`src/common/cache_params.svh`:
```
`ifndef CACHE_PARAMS_SVH
`define CACHE_PARAMS_SVH

// ----------------------------------------------------------------------
// address and data widths
// ----------------------------------------------------------------------
`define ADDR_W      16
`define DATA_W      32

// 16 lines of one word each
`define INDEX_W     4
`define OFFSET_W    2
`define TAG_W       (`ADDR_W - `INDEX_W - `OFFSET_W)
`define LINES       (1 << `INDEX_W)

// ----------------------------------------------------------------------
// memory port flow control
// ----------------------------------------------------------------------
// requests the memory can take before it returns a credit
`define MEM_CREDITS 2
`define CREDIT_W    2

`endif

```
`src/common/cache_pkg.sv`:
```
`include "cache_params.svh"

package cache_pkg;

    // ------------------------------------------------------------------
    // vectors with a meaning
    // ------------------------------------------------------------------
    typedef logic [`ADDR_W-1:0]   addr_t;
    typedef logic [`DATA_W-1:0]   data_t;
    typedef logic [`INDEX_W-1:0]  index_t;
    typedef logic [`TAG_W-1:0]    tag_t;
    typedef logic [`CREDIT_W-1:0] credit_t;

    // ------------------------------------------------------------------
    // port bundles
    // ------------------------------------------------------------------
    typedef struct packed {
        logic  valid;
        logic  we;
        addr_t addr;
        data_t wdata;
    } cpu_req_t;

    // store responses echo the written word
    typedef struct packed {
        logic  valid;
        logic  hit;
        data_t rdata;
    } cpu_rsp_t;

    typedef struct packed {
        logic  valid;
        logic  we;
        addr_t addr;
        data_t wdata;
    } mem_req_t;

    typedef struct packed {
        logic  valid;
        data_t rdata;
    } mem_rsp_t;

    // registered tag lookup, victim fields describe the indexed line
    typedef struct packed {
        logic hit;
        logic victim_valid;
        logic victim_dirty;
        tag_t victim_tag;
    } lookup_t;

    typedef enum logic [2:0] {
        ST_IDLE,
        ST_LOOKUP,
        ST_WRITEBACK,
        ST_REFILL_REQ,
        ST_REFILL_WAIT,
        ST_RESPOND
    } ctrl_state_e;

endpackage

```
`src/miss_ctrl/miss_ctrl.sv`:
```
`timescale 1ns/1ps

`include "cache_params.svh"

module miss_ctrl import cache_pkg::*; (
    input  logic     clk,
    input  logic     reset,
    input  cpu_req_t cpu_req,
    output logic     cpu_ready,
    output cpu_rsp_t cpu_rsp,
    output logic     lookup_en,
    output index_t   lookup_index,
    output tag_t     lookup_tag,
    input  lookup_t  lookup,
    input  data_t    rd_data,
    output logic     tag_we,
    output index_t   tag_wr_index,
    output tag_t     tag_wr_tag,
    output logic     tag_wr_dirty,
    output logic     wr_en,
    output index_t   wr_index,
    output data_t    wr_data,
    output mem_req_t mem_req,
    input  logic     mem_credit,
    input  mem_rsp_t mem_rsp
);

    ctrl_state_e state_q;
    ctrl_state_e state_d;
    cpu_req_t    req_q;
    cpu_rsp_t    rsp_q;
    logic        rsp_hit_d;
    data_t       rsp_data_d;
    credit_t     credits_q;
    logic        credit_avail;
    index_t      req_index;
    tag_t        req_tag;
    addr_t       victim_addr;
    addr_t       line_addr;

    // ------------------------------------------------------------------
    // request capture and lookup strobe
    // ------------------------------------------------------------------
    assign cpu_ready    = (state_q == ST_IDLE);
    assign lookup_en    = cpu_ready && cpu_req.valid;
    assign lookup_index = cpu_req.addr[`OFFSET_W +: `INDEX_W];
    assign lookup_tag   = cpu_req.addr[`OFFSET_W + `INDEX_W +: `TAG_W];

    always_ff @(posedge clk) begin
        if (lookup_en) begin
            req_q <= cpu_req;
        end
    end

    assign req_index   = req_q.addr[`OFFSET_W +: `INDEX_W];
    assign req_tag     = req_q.addr[`OFFSET_W + `INDEX_W +: `TAG_W];
    assign line_addr   = {req_tag, req_index, {`OFFSET_W{1'b0}}};
    assign victim_addr = {lookup.victim_tag, req_index, {`OFFSET_W{1'b0}}};

    // both write ports always target the open request's line
    assign tag_wr_index = req_index;
    assign tag_wr_tag   = req_tag;
    assign wr_index     = req_index;

    assign credit_avail = (credits_q != '0);

    // ------------------------------------------------------------------
    // next state, store writes and memory requests
    // ------------------------------------------------------------------
    always_comb begin
        state_d      = state_q;
        rsp_hit_d    = rsp_q.hit;
        rsp_data_d   = rsp_q.rdata;
        tag_we       = 1'b0;
        tag_wr_dirty = 1'b0;
        wr_en        = 1'b0;
        wr_data      = req_q.wdata;
        mem_req      = '0;
        case (state_q)
            ST_IDLE: begin
                if (cpu_req.valid) begin
                    state_d = ST_LOOKUP;
                end
            end
            ST_LOOKUP: begin
                if (lookup.hit || (req_q.we && !(lookup.victim_valid && lookup.victim_dirty))) begin
                    // hit, or store miss over a clean line
                    rsp_hit_d = lookup.hit;
                    if (req_q.we) begin
                        tag_we       = 1'b1;
                        tag_wr_dirty = 1'b1;
                        wr_en        = 1'b1;
                        rsp_data_d   = req_q.wdata;
                    end else begin
                        rsp_data_d = rd_data;
                    end
                    state_d = ST_RESPOND;
                end else if (lookup.victim_valid && lookup.victim_dirty) begin
                    state_d = ST_WRITEBACK;
                end else begin
                    state_d = ST_REFILL_REQ;
                end
            end
            ST_WRITEBACK: begin
                // old word is still on rd_data from the lookup
                mem_req.valid = credit_avail;
                mem_req.we    = 1'b1;
                mem_req.addr  = victim_addr;
                mem_req.wdata = rd_data;
                if (credit_avail) begin
                    if (req_q.we) begin
                        tag_we       = 1'b1;
                        tag_wr_dirty = 1'b1;
                        wr_en        = 1'b1;
                        rsp_hit_d    = 1'b0;
                        rsp_data_d   = req_q.wdata;
                        state_d      = ST_RESPOND;
                    end else begin
                        state_d = ST_REFILL_REQ;
                    end
                end
            end
            ST_REFILL_REQ: begin
                mem_req.valid = credit_avail;
                mem_req.addr  = line_addr;
                if (credit_avail) begin
                    state_d = ST_REFILL_WAIT;
                end
            end
            ST_REFILL_WAIT: begin
                if (mem_rsp.valid) begin
                    tag_we     = 1'b1;
                    wr_en      = 1'b1;
                    wr_data    = mem_rsp.rdata;
                    rsp_hit_d  = 1'b0;
                    rsp_data_d = mem_rsp.rdata;
                    state_d    = ST_RESPOND;
                end
            end
            ST_RESPOND: begin
                state_d = ST_IDLE;
            end
            default: begin
                state_d = ST_IDLE;
            end
        endcase
    end

    // ------------------------------------------------------------------
    // state, credits and response register
    // ------------------------------------------------------------------
    always_ff @(posedge clk) begin
        if (reset) begin
            state_q     <= ST_IDLE;
            credits_q   <= credit_t'(`MEM_CREDITS);
            rsp_q.valid <= 1'b0;
        end else begin
            state_q     <= state_d;
            credits_q   <= credits_q + credit_t'(mem_credit) - credit_t'(mem_req.valid);
            // one pulse, RESPOND always returns to IDLE
            rsp_q.valid <= (state_d == ST_RESPOND);
        end
    end

    always_ff @(posedge clk) begin
        rsp_q.hit   <= rsp_hit_d;
        rsp_q.rdata <= rsp_data_d;
    end

    assign cpu_rsp = rsp_q;

endmodule

```
`src/verilog/cache_top.sv`:
```
`timescale 1ns/1ps

`include "cache_params.svh"

module cache_top import cache_pkg::*; (
    input  logic     clk,
    input  logic     reset,
    input  cpu_req_t cpu_req,
    output logic     cpu_ready,
    output cpu_rsp_t cpu_rsp,
    output mem_req_t mem_req,
    input  logic     mem_credit,
    input  mem_rsp_t mem_rsp
);

    // ------------------------------------------------------------------
    // controller to stores
    // ------------------------------------------------------------------
    logic    lookup_en;
    index_t  lookup_index;
    tag_t    lookup_tag;
    lookup_t lookup;
    data_t   rd_data;

    logic    tag_we;
    index_t  tag_wr_index;
    tag_t    tag_wr_tag;
    logic    tag_wr_dirty;

    logic    wr_en;
    index_t  wr_index;
    data_t   wr_data;

    tag_store u_tag_store (
        .clk          (clk),
        .reset        (reset),
        .lookup_en    (lookup_en),
        .lookup_index (lookup_index),
        .lookup_tag   (lookup_tag),
        .lookup       (lookup),
        .tag_we       (tag_we),
        .tag_wr_index (tag_wr_index),
        .tag_wr_tag   (tag_wr_tag),
        .tag_wr_dirty (tag_wr_dirty)
    );

    // read side by side with the tags, same strobe and index
    data_store u_data_store (
        .clk      (clk),
        .rd_en    (lookup_en),
        .rd_index (lookup_index),
        .rd_data  (rd_data),
        .wr_en    (wr_en),
        .wr_index (wr_index),
        .wr_data  (wr_data)
    );

    miss_ctrl u_miss_ctrl (
        .clk          (clk),
        .reset        (reset),
        .cpu_req      (cpu_req),
        .cpu_ready    (cpu_ready),
        .cpu_rsp      (cpu_rsp),
        .lookup_en    (lookup_en),
        .lookup_index (lookup_index),
        .lookup_tag   (lookup_tag),
        .lookup       (lookup),
        .rd_data      (rd_data),
        .tag_we       (tag_we),
        .tag_wr_index (tag_wr_index),
        .tag_wr_tag   (tag_wr_tag),
        .tag_wr_dirty (tag_wr_dirty),
        .wr_en        (wr_en),
        .wr_index     (wr_index),
        .wr_data      (wr_data),
        .mem_req      (mem_req),
        .mem_credit   (mem_credit),
        .mem_rsp      (mem_rsp)
    );

endmodule

```
`src/verilog/data_store.sv`:
```
`timescale 1ns/1ps

`include "cache_params.svh"

module data_store import cache_pkg::*; (
    input  logic   clk,

    // read port, registered
    input  logic   rd_en,
    input  index_t rd_index,
    output data_t  rd_data,

    // write port
    input  logic   wr_en,
    input  index_t wr_index,
    input  data_t  wr_data
);

    // ------------------------------------------------------------------
    // one word per line
    // ------------------------------------------------------------------
    data_t words [`LINES];
    data_t rd_data_q;

    always_ff @(posedge clk) begin
        if (wr_en) begin
            words[wr_index] <= wr_data;
        end
    end

    // holds until the next strobe, which also keeps the victim word
    // around for a writeback
    always_ff @(posedge clk) begin
        if (rd_en) begin
            rd_data_q <= words[rd_index];
        end
    end

    assign rd_data = rd_data_q;

endmodule

```
`src/verilog/tag_store.sv`:
```
`timescale 1ns/1ps

`include "cache_params.svh"

module tag_store import cache_pkg::*; (
    input  logic    clk,
    input  logic    reset,

    // lookup port, answers one cycle after the strobe
    input  logic    lookup_en,
    input  index_t  lookup_index,
    input  tag_t    lookup_tag,
    output lookup_t lookup,

    // update port
    input  logic    tag_we,
    input  index_t  tag_wr_index,
    input  tag_t    tag_wr_tag,
    input  logic    tag_wr_dirty
);

    // ------------------------------------------------------------------
    // line state
    // ------------------------------------------------------------------
    tag_t             tags [`LINES];
    logic [`LINES-1:0] valid_q;
    logic [`LINES-1:0] dirty_q;

    lookup_t lookup_q;
    logic    tag_match;

    // valid and dirty bits per line
    always_ff @(posedge clk) begin
        if (reset) begin
            valid_q <= '0;
            dirty_q <= '0;
        end else if (tag_we) begin
            valid_q[tag_wr_index] <= 1'b1;
            dirty_q[tag_wr_index] <= tag_wr_dirty;
        end
    end

    always_ff @(posedge clk) begin
        if (tag_we) begin
            tags[tag_wr_index] <= tag_wr_tag;
        end
    end

    // ------------------------------------------------------------------
    // hit compare and victim capture
    // ------------------------------------------------------------------
    assign tag_match = (tags[lookup_index] == lookup_tag);

    // victim fields come from the same indexed entry
    always_ff @(posedge clk) begin
        if (lookup_en) begin
            lookup_q.hit          <= valid_q[lookup_index] && tag_match;
            lookup_q.victim_valid <= valid_q[lookup_index];
            lookup_q.victim_dirty <= dirty_q[lookup_index];
            lookup_q.victim_tag   <= tags[lookup_index];
        end
    end

    assign lookup = lookup_q;

endmodule
```
`config.mk`:
```
export PLATFORM = sky130hd
export DESIGN_NAME = cache_top
export DESIGN_NICKNAME = d
export VERILOG_FILES = /design/src/common/cache_pkg.sv /design/src/miss_ctrl/miss_ctrl.sv /design/src/verilog/cache_top.sv /design/src/verilog/data_store.sv /design/src/verilog/tag_store.sv
export VERILOG_INCLUDE_DIRS = /design/src /design/src/common
export SDC_FILE = /design/constraint.sdc
export NUM_CORES = 1
export LEC_CHECK = 0
export ABC_AREA = 1
export ABC_CLOCK_PERIOD_IN_PS = 10950
export BUFFER_PORTS_ARGS = -buffer_cell sky130_fd_sc_hd__buf_2
export CORE_AREA = 2 2 314 316
export DETAILED_ROUTE_END_ITERATION = 12
export DIE_AREA = 0 0 316 318
export GPL_ROUTABILITY_DRIVEN = 1
export PLACE_DENSITY = 0.57
export SLEW_MARGIN = 20
export SYNTH_ARGS = -nofsm -noshare
export SYNTH_HDL_FRONTEND = slang
export SYNTH_SLANG_ARGS = --single-unit
```
`constraint.sdc`:
```
create_clock -name clk -period 10.95 [get_ports clk]
set_clock_uncertainty 0.05 [all_clocks]
set_input_delay 2.19 -clock clk [delete_from_list [all_inputs] [get_ports clk]]
set_output_delay 2.19 -clock clk [all_outputs]
set_load 0.01 [all_outputs]
```
==> impl_metrics.toml, run 1 <==
[synthesis]
yosysTopAreaCell = "edfxtp_1"
yosysUniqueCellTypes = 34
synthTopCellsByArea = "edfxtp_1 (71%), o21ai_0 (5.4%), nor2_1 (4.6%), nand2_1 (4.0%), o221ai_1 (2.6%)"
synth.top_cell.area_share_pct = 71.1
yosysMostFrequentCell = "edfxtp_1"
synthFlopType = "edfxtp_1"
ys_seq_area_share_pct = 73.4
synth-edff-count = 797
async_flop_share_pct = 0
syn_inst = 2727
synth-seq-cells = 835
synth_commonest_cells = "edfxtp_1 (797), nor2_1 (414), o21ai_0 (366)"
synthesis.area_sq_um = 33700
synth.avg_cell_area_sq_um = 12.3
yosys_warnings = 0

[hold_path]
hold_depth = 2
worstHoldStart = "u_tag_store.valid_q[7]$_SDFFE_PP0P_"
worstHoldPathType = "reg -> reg"

[place]
place_area_sq_um = 35900
gp_congestion = 0.759
dp_hpwl_mm = 43.9
io_buffers = 166
dp_cells = 4069
dp_slack_ns = 5.46

[critical_path]
cp_cell_sequence = "buf_6 -> inv_4 -> buf_4 -> o21ai_0 -> o221ai_1 -> o211ai_1 -> nand2_1"
cp.required_ns = 11.40
cp_slowest_cell = "buf_4"
start_kind = "input pin"
worst-path-buf-inv = 3
crit_type = "in -> reg"
r2r_cells = 9
cp_num_cells = 7
cp_data_arrival_time_ns = 5.17
worstSetupStartpoint = "cpu_req[35]"
cp-end-kind = "flip-flop"
critical_path_peak_fanout = 92
critPathMaxStageDelay_ns = 0.98
crit_family = "buffers and inverters"
r2r_start = "u_miss_ctrl.state_q[0]$_SDFF_PP0_"

[clock_tree]
insertion_delay_ns = 0.65
cts_hold_buf = 0
cts_root_buffer = "clkbuf_16"
cts_tree = "built"
post_cts_buffers = 0
numCtsBuffers = 82
htree_levels = 3
cts_resized = 0
max-clock-path-buffers = 3
cts.sinks = 835
clkTransAtPathRegs_ns = 0.06

[sta]
period_minus_slack_ns = 4.72
setup_violations = 0
slew_viol_final = 0
fmaxAchievable_mhz = 212
hold_viol_final = 0
tns_ns = 0
holdWs_ns = 0.416
worst_pin_slew_ns = 1.16
setup_ws_ns = 6.23
min_period_over_period_pct = 43.1
rsz0062_at_grt = "false"
slew_headroom_pct = 22.8

[power_and_ir_drop]
leakagePower_nw = 13.5
peakVddDrop_v = 0.000120
p_per_area_nw_per_um2 = 195
total_power_mw = 7.50

[die]
core.rowCount = 115
floorplan.initialDensity_pct = 34.6
core_area_sq_um = 97400
dieArea_sq_um = 100000
die_h_um = 318
die_x_um = 316
boundaryPins = 171

[global_routing]
antenna_found_initial = 1
grt_max_degree = 248
grt_pass1_wl_mm = 133
grt_overflow = 0
grt_usage_pct = 17.7
grt_pass1_vias = 20900

[drt]
wire_per_inst_um = 21.5
drt-initial-drc-count = 2289
drtPass1Iterations = 6
drc = 0
routed_via_density = 5.20
ant_nets = 0
num_vias = 21900
wirelength_mm = 90.6

[finish]
nets = 2954
num_antenna_cells = 0
syn_to_final_growth_pct = 14.4
drive_above_1_share_pct = 13.3
design_area_sq_um = 38500
fin_cells = 4220
utilization_pct = 39.5

[flow_run]
drv_cap = 0

[run_status]
status = "finished clean"
layout make-up:
cell class	count	area [sq um]
fill	9094	58900
multi-input combinational	1559	7680
timing repair buffer	232	1370
inverter	156	596
sequential	835	24700
clock inverter	49	374
clock buffer	102	2190
tap	1287	1610
layout by cell type (no fill, tap or decap), types with 2 or more instances in the layout:
master and instances:
ha_1 2, o21ai_1 21, nand3_1 131, clkbuf_16 83, o21ai_0 363, buf_4 65
edfxtp_1 797, clkbuf_1 15, clkinvlp_4 5, clkbuf_8 4, nand3b_1 3, a21oi_1 20
o21ai_2 3, inv_2 5, nand2_1 355, nand2_4 2, nor2_4 18, buf_2 163
dfxtp_1 38, clkinv_2 17, o22ai_1 31, clkinv_8 2, inv_1 148, o211ai_1 79
inv_6 4, buf_12 2, nor3_1 3, o221ai_1 101, bufinv_16 4, nor2_1 413
conb_1 2, nand2_2 3, nand3_4 3, clkinv_1 18
where the power goes:
group | switching (mW) | internal (mW) | total [mW]
clock network | 1.19 | 1.52 | 2.71
logic | 0.643 | 0.220 | 0.863
registers | 0.0897 | 3.84 | 3.93
worst min-delay path: stages (launching register included):
cell,delay (ns)
dfxtp_1,0.32
nor2_1,0.04
nor2_1,0.07
state kept, by name, indices dropped and copies added, names as in the netlist:
register	cells
u_tag_store.tags	160
u_miss_ctrl.req_q	33
u_tag_store.lookup	13
u_tag_store.valid_q	16
u_data_store.words	512
u_miss_ctrl.credits_q	2
u_tag_store.dirty_q	16
u_miss_ctrl.tag_wr_tag	10
u_miss_ctrl.tag_wr_index	4
u_miss_ctrl.state_q	3
u_data_store.rd_data	32
u_miss_ctrl.cpu_rsp	34
path summary, 6_finish.rpt:
check | to | slack, ns
worst min-delay path | u_tag_store.valid_q[7]$_SDFFE_PP0P_ | 0.42
worst max-delay path | u_data_store.rd_data[23]$_DFFE_PP_ | 6.23
worst min register to register | u_tag_store.valid_q[7]$_SDFFE_PP0P_ | 0.42
worst max register to register | u_data_store.words[4][5]$_DFFE_PP_ | 7.16
per-layer routing:
metal / share of wire, % / wire length (um) / vias to the layer above / GRT usage (%)
met1: 43 / 39300 / 11000 / 24.1
met4: 1.9 / 1700 / 2 / 5.60
li1: - / - / 10100 / -
met2: 48 / 43900 / 730 / 29.3
met5: 0.014 / 13 / - / 0
met3: 6.3 / 5740 / 120 / 2.40
logic make-up after synthesis:
group	Yosys count	share of synthesized area [%]
AO/OA/AOI/OAI	619	11.1
other	1	0.0111
XOR/XNOR	1	0.0260
flip-flops	835	73.4
buffers and inverters	334	3.98
AND/OR/NAND/NOR	935	11.5
adder cells (fa/ha/maj)	2	0.0743
Note: power is estimated with default switching activity, not from simulation.
==> run 2, diff against run 1 <==
--- a/config.mk
+++ b/config.mk
@@ -6,14 +6,14 @@
 export SDC_FILE = /design/constraint.sdc
 export NUM_CORES = 1
 export LEC_CHECK = 0
-export ABC_AREA = 1
-export ABC_CLOCK_PERIOD_IN_PS = 10950
+export ABC_AREA = 0
+export ABC_CLOCK_PERIOD_IN_PS = 3960
 export BUFFER_PORTS_ARGS = -buffer_cell sky130_fd_sc_hd__buf_2
-export CORE_AREA = 2 2 314 316
+export CORE_AREA = 2 2 313 315
 export DETAILED_ROUTE_END_ITERATION = 12
-export DIE_AREA = 0 0 316 318
+export DIE_AREA = 0 0 315 317
 export GPL_ROUTABILITY_DRIVEN = 1
-export PLACE_DENSITY = 0.57
+export PLACE_DENSITY = 0.59
 export SLEW_MARGIN = 20
 export SYNTH_ARGS = -nofsm -noshare
 export SYNTH_HDL_FRONTEND = slang
==> constraint.sdc (replaced) <==
create_clock -name clk -period 3.96 [get_ports clk]
set_clock_uncertainty 0.05 [all_clocks]
set_input_delay 0.792 -clock clk [delete_from_list [all_inputs] [get_ports clk]]
set_output_delay 0.792 -clock clk [all_outputs]
set_load 0.01 [all_outputs]
==> run 2 against run 1 <==
Against the previous run: critical path depth shrank 3; setup slack lost 5.9 ns; final cell count shrank 19%; register-to-register slack lost 6.5 ns; die area shrank 0.63%; count of clock-buffer cells in the layout grew 11; highest routed layer is now met4; flip-flop and latch count is the same; critical endpoint is now mem_req[35]; hold slack lost 0.16 ns; largest power group unchanged; wire length shrank 4.7%.
==> impl_metrics.toml, run 2 <==
[synthesis]
synth-seq-cells = 835
yosys_warnings = 0
synth.top_cell.area_share_pct = 71.3
async_flop_share_pct = 0
synthesis.area_sq_um = 33600
ys_seq_area_share_pct = 73.6
synth_commonest_cells = "edfxtp_1 (797), mux4_2 (193), a21oi_1 (140)"
synth.avg_cell_area_sq_um = 18.5
yosysMostFrequentCell = "edfxtp_1"
synth-edff-count = 797
syn_inst = 1816
yosysTopAreaCell = "edfxtp_1"
synthTopCellsByArea = "edfxtp_1 (71%), mux4_2 (13%), dfxtp_1 (2.3%), a21oi_1 (2.1%), mux2i_1 (2.0%)"
yosysUniqueCellTypes = 56
synthFlopType = "edfxtp_1"

[critical_path]
start_kind = "flip-flop"
cp_cell_sequence = "buf_4 -> nor2b_1 -> and2_1 -> buf_2"
cp_data_arrival_time_ns = 2.82
crit_type = "reg -> out"
worst-path-buf-inv = 2
cp.required_ns = 3.12
cp-end-kind = "output pin"
cp_slowest_cell = "buf_4"
crit_family = "buffers and inverters"
critical_path_peak_fanout = 83
critPathMaxStageDelay_ns = 0.79

[drt]
num_vias = 18400
wirelength_mm = 86.3
routed_via_density = 5.41
ant_nets = 0
wire_per_inst_um = 25.4
drc = 0
drtPass1Iterations = 5
drt-initial-drc-count = 2123

[power_and_ir_drop]
peakVddDrop_v = 0.000288
p_per_area_nw_per_um2 = 595
leakagePower_nw = 13.3

[global_routing]
grt_max_degree = 84
grt_overflow = 0
grt_pass1_vias = 18800
grt_usage_pct = 17.2
antenna_found_initial = 3
grt_pass1_wl_mm = 126

[clock_tree]
cts.sinks = 835
cts_tree = "built"
post_cts_buffers = 0
cts_root_buffer = "clkbuf_16"
max-clock-path-buffers = 3
clkTransAtPathRegs_ns = 0.06
htree_levels = 3
cts_hold_buf = 0
cts_resized = 0
numCtsBuffers = 89
insertion_delay_ns = 0.65

[place]
io_buffers = 166
dp_slack_ns = 0.566
gp_congestion = 0.748
dp_cells = 3239
dp_hpwl_mm = 49.5

[die]
dieArea_sq_um = 99900
boundaryPins = 171
die_h_um = 317
die_x_um = 315
core_area_sq_um = 96300
core.rowCount = 114
floorplan.initialDensity_pct = 34.9

[flow_run]
drv_cap = 0

[sta]
holdWs_ns = 0.259
fmaxAchievable_mhz = 273
min_period_over_period_pct = 92.4
rsz0062_at_grt = "false"
slew_headroom_pct = 35.1
tns_ns = 0
worst_pin_slew_ns = 0.973
period_minus_slack_ns = 3.66
setup_violations = 0
slew_viol_final = 0
setup_ws_ns = 0.300
hold_viol_final = 0

[finish]
drive_above_1_share_pct = 29.7
fill_cells = 8464
largest_reg_flops = 512
layout_commonest_cell = "edfxtp_1"
final_cell_mix = "edfxtp_1 (797), mux4_2 (193), buf_2 (162)"
nets = 2142
num_antenna_cells = 0
largest-register = "u_data_store.words"
fin_cells = 3402
syn_to_final_growth_pct = 17.9

[hold_path]
worstHoldPathType = "in -> reg"

[run_status]
status = "finished clean"
==> run 2: changes by cell type after synthesis, sizes merged, moves of 67 or more <==
cell,change
o21ai,-337
nor2,-336
nand2,-285
mux4,+194
nand3,-130
a21oi,+120
inv,-115
o221ai,-97
o211ai,-76
mux2i,+67
==> run 2: cell type report <==
type	count	area, sq um	area share (%)
Clock buffer	113	2410	6.09
Clock inverter	50	485	1.23
Inverter	39	146	0.370
Multi-Input combinational cell	825	8370	21.2
Sequential cell	835	24700	62.4
Tap cell	1276	1600	4.03
Timing Repair Buffer	264	1870	4.71
==> run 2: worst register-to-register path, stage by stage (launching register included) <==
cell	delay, ns
dfxtp_4	0.53
buf_4	0.80
or2_2	0.27
buf_4	0.67
a21boi_0	0.47
a21oi_1	0.27
nor2_1	0.06
==> run 2: report_power, final <==
part	switching, mW	internal [mW]
sequential	0.421	11.0
combinational	2.65	1.24
clock	3.48	4.74
total	6.55	17.0
==> run 2: final timing paths <==
path	slack (ns)	endpoint	cells past startpoint	start
max	0.30	mem_req[35]	4	u_miss_ctrl.state_q[1]$_SDFF_PP0_
max reg2reg	0.70	u_tag_store.valid_q[0]$_SDFFE_PP0P_	6	u_miss_ctrl.state_q[1]$_SDFF_PP0_
min reg2reg	0.42	u_tag_store.valid_q[12]$_SDFFE_PP0P_	2	u_tag_store.valid_q[12]$_SDFFE_PP0P_
min	0.26	u_miss_ctrl.req_q[48]$_DFFE_PP_	1	cpu_req[48]
==> run 2: kinds of logic (layout without fill, tap and decap cells) <==
group / count (synthesis) / after routing / share of synthesized area (%)
xor+xnor: 11 / 11 / 0.287
simple gates: 262 / 262 / 3.63
fa+ha+maj: 2 / 2 / 0.0745
mux: 281 / 281 / 15.7
other cells: 1 / 2 / 0.0112
buf+inv: 157 / 466 / 1.94
flops: 835 / 835 / 73.6
compound gates: 267 / 267 / 4.74
==> run 2: per-layer routing <==
layer / part of all wire (%) / GRT usage, %
met1: 42 / 23.2
met2: 49 / 28.5
met3: 7.4 / 3.50
met4: 1.9 / 4.64
met5: 0 / 0
==> run 2: metrics by stage <==
step	util [%]	cell area [sq um]	power [mW]
after global routing	41.1	39600	24.4
final	41.1	39600	23.5
after floorplan	-	33600	13.6
after global placement	38.1	36700	15.3
after CTS	41.1	39600	23.7
after detailed placement	38.1	36700	15.5
